$ cat src/common/tilemap_pkg.sv
// tile layer shared definitions

package tilemap_pkg;

    // visible pixels per line
    localparam int LINE_W  = 256;

    // layer coordinate width for h and v
    localparam int HPOS_W  = 9;

    // tile-map scan address as {txt half, row[4:0], col[4:0]}
    localparam int SCAN_AW = 11;

    // tile code as {attr[7], attr[4:3], code byte}
    localparam int CODE_W  = 11;

    // graphics ROM word address as {code, tile row, half-tile}
    localparam int ROM_AW  = 15;
    localparam int ROM_DW  = 16;  // four 4-bit pixels per word

    // line buffer entry as {palette, colour index}
    localparam int PXL_W   = 7;

    // line buffer address as {half, x}
    localparam int LBUF_AW = 9;

    // per-line controller states
    typedef enum logic [2:0] {
        ST_IDLE,   // waiting for a line start
        ST_SETUP,  // latch scroll origin
        ST_ROW,    // compute layer row
        ST_SCAN,   // latch tile info
        ST_ROM,    // wait for ROM data
        ST_DUMP,   // shift out pixels
        ST_NEXT    // advance or finish
    } render_st_e;

endpackage
$ cat src/verilog/tilemap_top.sv
// background tile layer renderer
`timescale 1ns/1ps

module tilemap_top (
    input  logic                              clk,
    input  logic                              rst,
    // video timing
    input  logic                              lhbl,
    input  logic                              lvbl,
    input  logic [tilemap_pkg::HPOS_W-1:0]    vrender,
    input  logic [7:0]                        hdump,
    // configuration
    input  logic [tilemap_pkg::HPOS_W-1:0]    hscroll,
    input  logic [7:0]                        vscroll,
    input  logic                              flip,
    input  logic                              txt_en,
    // tile map scan
    output logic [tilemap_pkg::SCAN_AW-1:0]   scan_addr,
    input  logic [7:0]                        code_scan,
    input  logic [7:0]                        attr_scan,
    // graphics ROM
    output logic                              rom_cs,
    output logic [tilemap_pkg::ROM_AW-1:0]    rom_addr,
    input  logic                              rom_ok,
    input  logic [tilemap_pkg::ROM_DW-1:0]    rom_data,
    // video out
    output logic [tilemap_pkg::PXL_W-1:0]     pixel,
    output logic                              done
);

    logic                            line;
    logic                            line_start;
    logic                            row_ld;
    logic                            tile_ld;
    logic                            col_adv;
    logic                            word_ld;
    logic                            shift_en;
    logic                            hn_lsb2;
    logic                            col_end;
    logic                            dump_last;
    logic [2:0]                      pal;
    logic [1:0]                      hstart_ofs;
    logic                            we;
    logic [tilemap_pkg::LBUF_AW-1:0] waddr;
    logic [tilemap_pkg::PXL_W-1:0]   wdata;

    tilemap_ctrl u_ctrl (
        .clk        (clk),
        .rst        (rst),
        .lhbl       (lhbl),
        .lvbl       (lvbl),
        .rom_ok     (rom_ok),
        .hn_lsb2    (hn_lsb2),
        .col_end    (col_end),
        .dump_last  (dump_last),
        .line       (line),
        .done       (done),
        .rom_cs     (rom_cs),
        .line_start (line_start),
        .row_ld     (row_ld),
        .tile_ld    (tile_ld),
        .col_adv    (col_adv),
        .word_ld    (word_ld),
        .shift_en   (shift_en)
    );

    tile_fetch u_fetch (
        .clk        (clk),
        .rst        (rst),
        .line_start (line_start),
        .row_ld     (row_ld),
        .tile_ld    (tile_ld),
        .col_adv    (col_adv),
        .hscroll    (hscroll),
        .vscroll    (vscroll),
        .vrender    (vrender),
        .flip       (flip),
        .txt_en     (txt_en),
        .code_scan  (code_scan),
        .attr_scan  (attr_scan),
        .scan_addr  (scan_addr),
        .rom_addr   (rom_addr),
        .pal        (pal),
        .hn_lsb2    (hn_lsb2),
        .col_end    (col_end),
        .hstart_ofs (hstart_ofs)
    );

    pixel_dump u_dump (
        .clk        (clk),
        .rst        (rst),
        .word_ld    (word_ld),
        .shift_en   (shift_en),
        .rom_data   (rom_data),
        .pal        (pal),
        .hstart_ofs (hstart_ofs),
        .flip       (flip),
        .line       (line),
        .we         (we),
        .waddr      (waddr),
        .wdata      (wdata),
        .dump_last  (dump_last)
    );

    line_buffer u_lbuf (
        .clk   (clk),
        .we    (we),
        .waddr (waddr),
        .wdata (wdata),
        .line  (line),
        .hdump (hdump),
        .pixel (pixel)
    );

endmodule

$ cat src/tilemap/line_buffer.sv
// double line buffer
`timescale 1ns/1ps

module line_buffer (
    input  logic                              clk,
    input  logic                              we,
    input  logic [tilemap_pkg::LBUF_AW-1:0]   waddr,
    input  logic [tilemap_pkg::PXL_W-1:0]     wdata,
    input  logic                              line,
    input  logic [7:0]                        hdump,
    output logic [tilemap_pkg::PXL_W-1:0]     pixel
);

    localparam int DEPTH = 1 << tilemap_pkg::LBUF_AW;

    logic [tilemap_pkg::PXL_W-1:0]   mem [DEPTH];
    logic [tilemap_pkg::LBUF_AW-1:0] raddr;

    // video side reads the half not being rendered
    assign raddr = {~line, hdump};

    always_ff @(posedge clk) begin
        if (we) mem[waddr] <= wdata;
    end

    always_ff @(posedge clk) begin
        pixel <= mem[raddr];  // one cycle after hdump
    end

    // render writes must stay in the half selected by line
    a_half: assert property (@(posedge clk)
        we |-> waddr[tilemap_pkg::LBUF_AW-1] == line)
        else $error("write into the half on display");

endmodule

$ cat src/tilemap/pixel_dump.sv
// ROM word to line buffer pixels
`timescale 1ns/1ps

module pixel_dump (
    input  logic                              clk,
    input  logic                              rst,
    input  logic                              word_ld,
    input  logic                              shift_en,
    input  logic [tilemap_pkg::ROM_DW-1:0]    rom_data,
    input  logic [2:0]                        pal,
    input  logic [1:0]                        hstart_ofs,
    input  logic                              flip,
    input  logic                              line,
    output logic                              we,
    output logic [tilemap_pkg::LBUF_AW-1:0]   waddr,
    output logic [tilemap_pkg::PXL_W-1:0]     wdata,
    output logic                              dump_last
);

    logic [tilemap_pkg::ROM_DW-1:0] pxl_data;
    logic [1:0]                     sh_cnt;
    logic [8:0]                     lx;        // layer x relative to first column
    logic                           line_q;
    logic [9:0]                     sx;        // screen x which goes negative at the left
    logic                           visible;

    assign sx        = {1'b0, lx} - {8'd0, hstart_ofs};
    assign visible   = sx < 10'(tilemap_pkg::LINE_W);
    assign dump_last = shift_en && sh_cnt == 2'd3;

    always_ff @(posedge clk) begin
        if (rst) begin
            we     <= 1'b0;
            sh_cnt <= 2'd0;
            lx     <= 9'd0;
            line_q <= 1'b0;
        end else begin
            line_q <= line;
            we     <= shift_en && visible;
            if (line != line_q) lx <= 9'd0;  // halves swapped so start again
            else if (shift_en) lx <= lx + 9'd1;
            if (word_ld) sh_cnt <= 2'd0;
            else if (shift_en) sh_cnt <= sh_cnt + 2'd1;
        end
    end

    always_ff @(posedge clk) begin
        if (word_ld) pxl_data <= rom_data;
        else if (shift_en) pxl_data <= pxl_data << 4;  // top nibble first
        if (shift_en) begin
            wdata <= {pal, pxl_data[15:12]};
            waddr <= {line, flip ? 8'd255 - sx[7:0] : sx[7:0]};
        end
    end

    a_we_burst: assert property (@(posedge clk) disable iff (rst)
        we [*4] |=> !we)
        else $error("more than four writes in a row");

endmodule

$ cat src/tilemap/tile_fetch.sv
// tile map scan and ROM addressing
`timescale 1ns/1ps

module tile_fetch (
    input  logic                              clk,
    input  logic                              rst,
    input  logic                              line_start,
    input  logic                              row_ld,
    input  logic                              tile_ld,
    input  logic                              col_adv,
    input  logic [tilemap_pkg::HPOS_W-1:0]    hscroll,
    input  logic [7:0]                        vscroll,
    input  logic [tilemap_pkg::HPOS_W-1:0]    vrender,
    input  logic                              flip,
    input  logic                              txt_en,
    input  logic [7:0]                        code_scan,
    input  logic [7:0]                        attr_scan,
    output logic [tilemap_pkg::SCAN_AW-1:0]   scan_addr,
    output logic [tilemap_pkg::ROM_AW-1:0]    rom_addr,
    output logic [2:0]                        pal,
    output logic                              hn_lsb2,
    output logic                              col_end,
    output logic [1:0]                        hstart_ofs
);

    logic [tilemap_pkg::HPOS_W-1:0] hn_base;   // layer x of first column
    logic [tilemap_pkg::HPOS_W-1:0] col_cnt;   // pixels issued this line
    logic [tilemap_pkg::HPOS_W-1:0] hn;        // current layer x
    logic [7:0]                     vn;        // layer row
    logic [7:0]                     vsum;
    logic [tilemap_pkg::CODE_W-1:0] code;
    logic [9:0]                     nxt_col;
    logic [9:0]                     last_px;

    assign hn      = hn_base + col_cnt;
    assign hn_lsb2 = hn[2];

    // text mode ignores vertical scroll
    assign vsum = txt_en ? vrender[7:0] : vrender[7:0] + vscroll;

    assign scan_addr = {txt_en, vn[7:3], hn[7:3]};
    assign rom_addr  = {code, vn[2:0], hn[2]};

    // done once the next column starts past the last visible pixel
    assign nxt_col = {1'b0, col_cnt} + 10'd4;
    assign last_px = 10'(tilemap_pkg::LINE_W - 1) + {8'd0, hstart_ofs};
    assign col_end = nxt_col > last_px;

    always_ff @(posedge clk) begin
        if (rst) begin
            hn_base    <= '0;
            col_cnt    <= '0;
            hstart_ofs <= 2'd0;
            vn         <= 8'd0;
        end else begin
            if (line_start) begin
                hn_base    <= txt_en ? '0 : {hscroll[tilemap_pkg::HPOS_W-1:2], 2'b00};
                hstart_ofs <= txt_en ? 2'd0 : hscroll[1:0];  // fine scroll
                col_cnt    <= '0;
            end else if (col_adv) begin
                col_cnt <= col_cnt + 9'd4;
            end
            if (row_ld) vn <= vsum ^ {8{flip}};
        end
    end

    // tile info straight from the scan port
    always_ff @(posedge clk) begin
        if (tile_ld) begin
            code <= {attr_scan[7], attr_scan[4:3], code_scan};
            pal  <= attr_scan[2:0];
        end
    end

endmodule

$ cat src/tilemap/tilemap_ctrl.sv
// tile layer line controller
`timescale 1ns/1ps

module tilemap_ctrl (
    input  logic clk,
    input  logic rst,
    input  logic lhbl,
    input  logic lvbl,
    input  logic rom_ok,
    input  logic hn_lsb2,
    input  logic col_end,
    input  logic dump_last,
    output logic line,
    output logic done,
    output logic rom_cs,
    output logic line_start,
    output logic row_ld,
    output logic tile_ld,
    output logic col_adv,
    output logic word_ld,
    output logic shift_en
);

    tilemap_pkg::render_st_e st;
    logic last_lhbl;
    logic hb_edge;

    // rising edge of lhbl outside vertical blank
    assign hb_edge    = lhbl && !last_lhbl && lvbl;

    assign line_start = st == tilemap_pkg::ST_SETUP;
    assign row_ld     = st == tilemap_pkg::ST_ROW;
    assign tile_ld    = st == tilemap_pkg::ST_SCAN;
    assign col_adv    = st == tilemap_pkg::ST_NEXT && !col_end;
    assign word_ld    = rom_cs && rom_ok;    // ROM acceptance
    // no shift in the cycle that swaps halves
    assign shift_en   = st == tilemap_pkg::ST_DUMP && !hb_edge;

    always_ff @(posedge clk) begin
        if (rst) begin
            last_lhbl <= 1'b1;  // needs a real low-to-high edge
            line      <= 1'b0;
            done      <= 1'b1;
            rom_cs    <= 1'b0;
            st        <= tilemap_pkg::ST_IDLE;
        end else begin
            last_lhbl <= lhbl;
            if (hb_edge) begin
                // a new line abandons whatever was in flight
                line   <= ~line;
                done   <= 1'b0;
                rom_cs <= 1'b0;
                st     <= tilemap_pkg::ST_SETUP;
            end else begin
                case (st)
                    tilemap_pkg::ST_SETUP: begin
                        st <= tilemap_pkg::ST_ROW;
                    end
                    tilemap_pkg::ST_ROW: begin
                        st <= tilemap_pkg::ST_SCAN;
                    end
                    tilemap_pkg::ST_SCAN: begin
                        rom_cs <= 1'b1;
                        st     <= tilemap_pkg::ST_ROM;
                    end
                    tilemap_pkg::ST_ROM: begin
                        if (word_ld) begin
                            rom_cs <= 1'b0;
                            st     <= tilemap_pkg::ST_DUMP;
                        end
                    end
                    tilemap_pkg::ST_DUMP: begin
                        if (dump_last) st <= tilemap_pkg::ST_NEXT;
                    end
                    tilemap_pkg::ST_NEXT: begin
                        if (col_end) begin
                            done <= 1'b1;
                            st   <= tilemap_pkg::ST_IDLE;
                        end else if (!hn_lsb2) begin
                            // second half of the same tile
                            rom_cs <= 1'b1;
                            st     <= tilemap_pkg::ST_ROM;
                        end else begin
                            // next tile reloads the row for scroll
                            st <= tilemap_pkg::ST_ROW;
                        end
                    end
                    default: st <= tilemap_pkg::ST_IDLE;
                endcase
            end
        end
    end

    a_cs_done: assert property (@(posedge clk) disable iff (rst)
        !(rom_cs && done))
        else $error("rom_cs high after the line finished");

    // acceptance belongs to the ROM wait state
    a_ld_rom: assert property (@(posedge clk) disable iff (rst)
        word_ld |-> st == tilemap_pkg::ST_ROM)
        else $error("ROM word accepted outside ST_ROM");

endmodule

$ cat config.mk
export PLATFORM = sky130hd
export DESIGN_NAME = tilemap_top
export DESIGN_NICKNAME = d
export VERILOG_FILES = /design/src/common/tilemap_pkg.sv /design/src/verilog/tilemap_top.sv /design/src/tilemap/line_buffer.sv /design/src/tilemap/pixel_dump.sv /design/src/tilemap/tile_fetch.sv /design/src/tilemap/tilemap_ctrl.sv
export SDC_FILE = /design/constraint.sdc
export NUM_CORES = 2
export LEC_CHECK = 0
export BUFFER_PORTS_ARGS = -buffer_cell sky130_fd_sc_hd__buf_2
export CAP_MARGIN = 20
export CORE_ASPECT_RATIO = 0.6
export CORE_MARGIN = 10
export CORE_UTILIZATION = 35
export CTS_CLUSTER_SIZE = 10
export DETAILED_ROUTE_END_ITERATION = 6
export PLACE_DENSITY = 0.55
export SETUP_SLACK_MARGIN = 0.2
export SLEW_MARGIN = 20
export SYNTH_ARGS = -nofsm -noshare
export SYNTH_HDL_FRONTEND = slang
export SYNTH_SLANG_ARGS = --single-unit
export TNS_END_PERCENT = 50
$ cat constraint.sdc
create_clock -name clk -period 7.3 [get_ports clk]
set_clock_uncertainty 0.1 [all_clocks]
set_input_delay 0.73 -clock clk [delete_from_list [all_inputs] [get_ports clk]]
set_output_delay 0.73 -clock clk [all_outputs]
set_load 0.02 [all_outputs]
==> metrics.md <==
| Metric | Value |
|---|---|
| Status | complete, but fails checks |
| Failing checks | capacitance limit, slew limit |
| Dpl cells | 12,000 |
| Post-synth cell types | 60 |
| PostCTS Resize Cnt | 0 |
| Power Total | 42,500 uW |
| Worst Tran Pin Value | 1.54 ns |
| Max Fclk | 0.225 GHz |
| 1st-iter DRT viols | 8,682 |
| Rows | 181 |
| Vias per cell | 5.53 |
| Cts bufs inserted | 411 |
| # clock sinks | 3,680 |
| Fin util | 39.8% |
| Synth Flop Type | edfxtp_1 |
| DRC Markers | 0 |
| Cell Pwr Density | 263 nW/um2 |
| CP Launch Type | input pin |
| Design Area, Final | 162,000 um2 |
| Ranking of synthesized cells by area | edfxtp_1, mux4_2, nor2_1 |
| Initial core utilization | 35.2% |
| Top cells by count, synth | edfxtp_1, mux4_2, nor2_1 |
| DRT antenna net count | 0 |
| Area share of the largest cell type after synthesis | 76.1% |
| Drt wl/cell | 29.5 um |
| DP HPWL | 219 mm |
| Final setup viols | 0 |
| Initial antenna violation count | 28 |
| Die Ht | 515 um |
| Detailed Routing Iterations Pass 1 | 5 |
| Synth Warn # | 0 |
| Sequential area share after synthesis | 76.8% |
| Unrepaired setup endpoints after global routing | false |
| Layout cell share with drive strength beyond 1 | 24.2% |
| Placed Area | 150,000 um2 |
| Area growth syn-to-layout | 12.9% |
| Largest net degree at the start of global routing | 213 |
| Net Count, Synth | 6,914 |
| Root buf cell | clkbuf_16 |
| Max-cap violations | 1 |
| IO Count | 108 |
| P_leak | 0.0490 uW |
| Latest clock arrival within the worst-skew pair | 0.94 ns |
| Tcrit/Tclk final | 60.8% |
| Fill cell count | 35,700 |
| Vias in the first global route | 70,600 |
| Clock Tree Buf Depth | 4 |
| Clock-pin slew on the worst setup and hold paths | 0.06 ns |
| Critical path capture point type | register |
| CTS tree | built |
| Crit path arrival time | 5.14 ns |
| EDFF count, synth | 3,630 |
| Die extent in x | 846 um |
| Post-Syn Instances | 6,814 |
| Post-CTS Setup Bufs | 0 |
| Cell taking the most area after synthesis | edfxtp_1 |
| Global-route wire length before repair | 528 mm |
| Worst slew margin | -3.24% |
| Required @ worst endpoint | 8.01 ns |
| Slew Limit Fails | 13 |
| CP Class | input pin to register |
| HP Class | input pin to register |
| Routability congestion estimate | 0.808 |
| Mapped Area | 143,000 um2 |
| Tmin final | 4.44 ns |
| Register bit count reported by yosys | 3,680 |
| Worst vdd ir | 0.188 mV |
| Combined area of the multi-input logic cells | 31,300 um2 |
| Crit-path max FO | 49 |
| Count leader, synth | edfxtp_1 |
| Hold buffers post-CTS | 40 |
| Final hold violations | 0 |
| Die footprint | 436,000 um2 |
| DR vias | 69,500 |
| Async SR Flop Fraction | 0% |
| Overflow after GRT | 0 |
| Core Area | 406,000 um2 |
| Nets | 7,184 |
| Seq. cell area | 110,000 um2 |
| Syn_area_per_cell | 21.0 um2 |
| Gr usage total | 16.6% |
| Number of H-tree levels | 5 |
| Total Wirelength | 371 mm |
| Finished Layout Cells | 12,600 |
| Hold Slack | 0.112 ns |
| I/O Buffers | 103 |
-- worst max-delay path, stage by stage --
cell,delay [ns]
buf_4,0.52
nand3b_1,0.91
buf_12,0.52
buf_4,0.28
o221ai_1,0.47
a221oi_1,0.20
a31oi_1,0.53
nand4_1,0.53
and3_1,0.32
-- path summary, 6_finish.rpt --
kind | from | end | slack (ns) | cells past startpoint
worst min register to register | u_fetch.pal[0] | u_dump.wdata[4] | 0.32 | 0
worst max register to register | u_dump.waddr[7] | u_lbuf.mem[275][6] | 3.50 | 3
worst min-delay path | vscroll[7] | u_fetch.vn[7] | 0.11 | 5
worst max-delay path | hdump[6] | u_lbuf.pixel[2] | 2.86 | 9
-- registers in the layout (all words and copies together), names as in the netlist --
register / flops
u_fetch.hn_base: 6
u_lbuf.mem: 3584
u_dump.lx: 9
u_dump.waddr: 9
u_lbuf.pixel: 7
u_dump.wdata: 7
u_ctrl.st: 3
u_dump.we: 1
u_ctrl.done: 1
u_ctrl.rom_cs: 1
u_fetch.vn: 8
u_fetch.pal: 3
u_fetch.col_cnt: 7
u_dump.line_q: 1
u_dump.pxl_data: 16
u_dump.sh_cnt: 2
u_ctrl.line: 1
u_ctrl.last_lhbl: 1
u_fetch.hstart_ofs: 2
u_fetch.code: 11
-- power by group --
part           internal [uW]  switching (uW)  leakage (uW)
logic                    685             951        0.0106
clock network          10100            7840       0.00530
registers              22900            16.5        0.0330
-- layer usage --
layer / vias up / GRT usage [%] / part of all wire, %
li1: 28600 / - / -
met1: 37500 / 24.5 / 45
met2: 2985 / 23.1 / 42
met3: 452 / 6.09 / 11
met4: 10 / 3.84 / 2.1
met5: - / 0.424 / 0.016
-- metrics by stage --
stage	setup TNS, ns	worst slack [ns]
after floorplan	-1409.04	-0.393
after global placement	0	2.14
after detailed placement	0	2.09
after CTS	0	3.08
after global routing	0	2.77
final	0	2.86
-- layout by cell type, fill, tap and decap left out, types with 30 or more instances in the layout --
cell type	n
a21oi_1	114
nand2_1	79
o22ai_1	86
buf_4	100
mux2i_1	140
o21ai_0	181
nor2_1	626
clkbuf_16	416
buf_2	98
clkbuf_1	50
mux4_2	897
mux2_2	119
dfxtp_1	50
edfxtp_1	3630
o211ai_1	78
diode_2	30
buf_12	35
dlygate4sd3_1	40
-- area by class of cell --
cell class	count	area share, %
clock inverter	19	0.155
tap	5398	4.18
multi-input combinational	2684	19.4
timing repair buffer	285	1.57
inverter	22	0.0511
clock buffer	466	6.56
sequential	3680	68.1
antenna	30	0.0465
-- kinds of logic (layout without fill, tap and decap cells) --
kind of cell	Yosys count	in the layout	share of synthesized area, %
other cells	0	30	0
xor+xnor	47	47	0.288
buf+inv	450	792	1.45
mux	1156	1156	16.0
simple gates	866	866	2.56
compound gates	588	588	2.57
flops	3680	3680	76.8
fa+ha+maj	27	27	0.252
(Power assumes the default switching activity.)
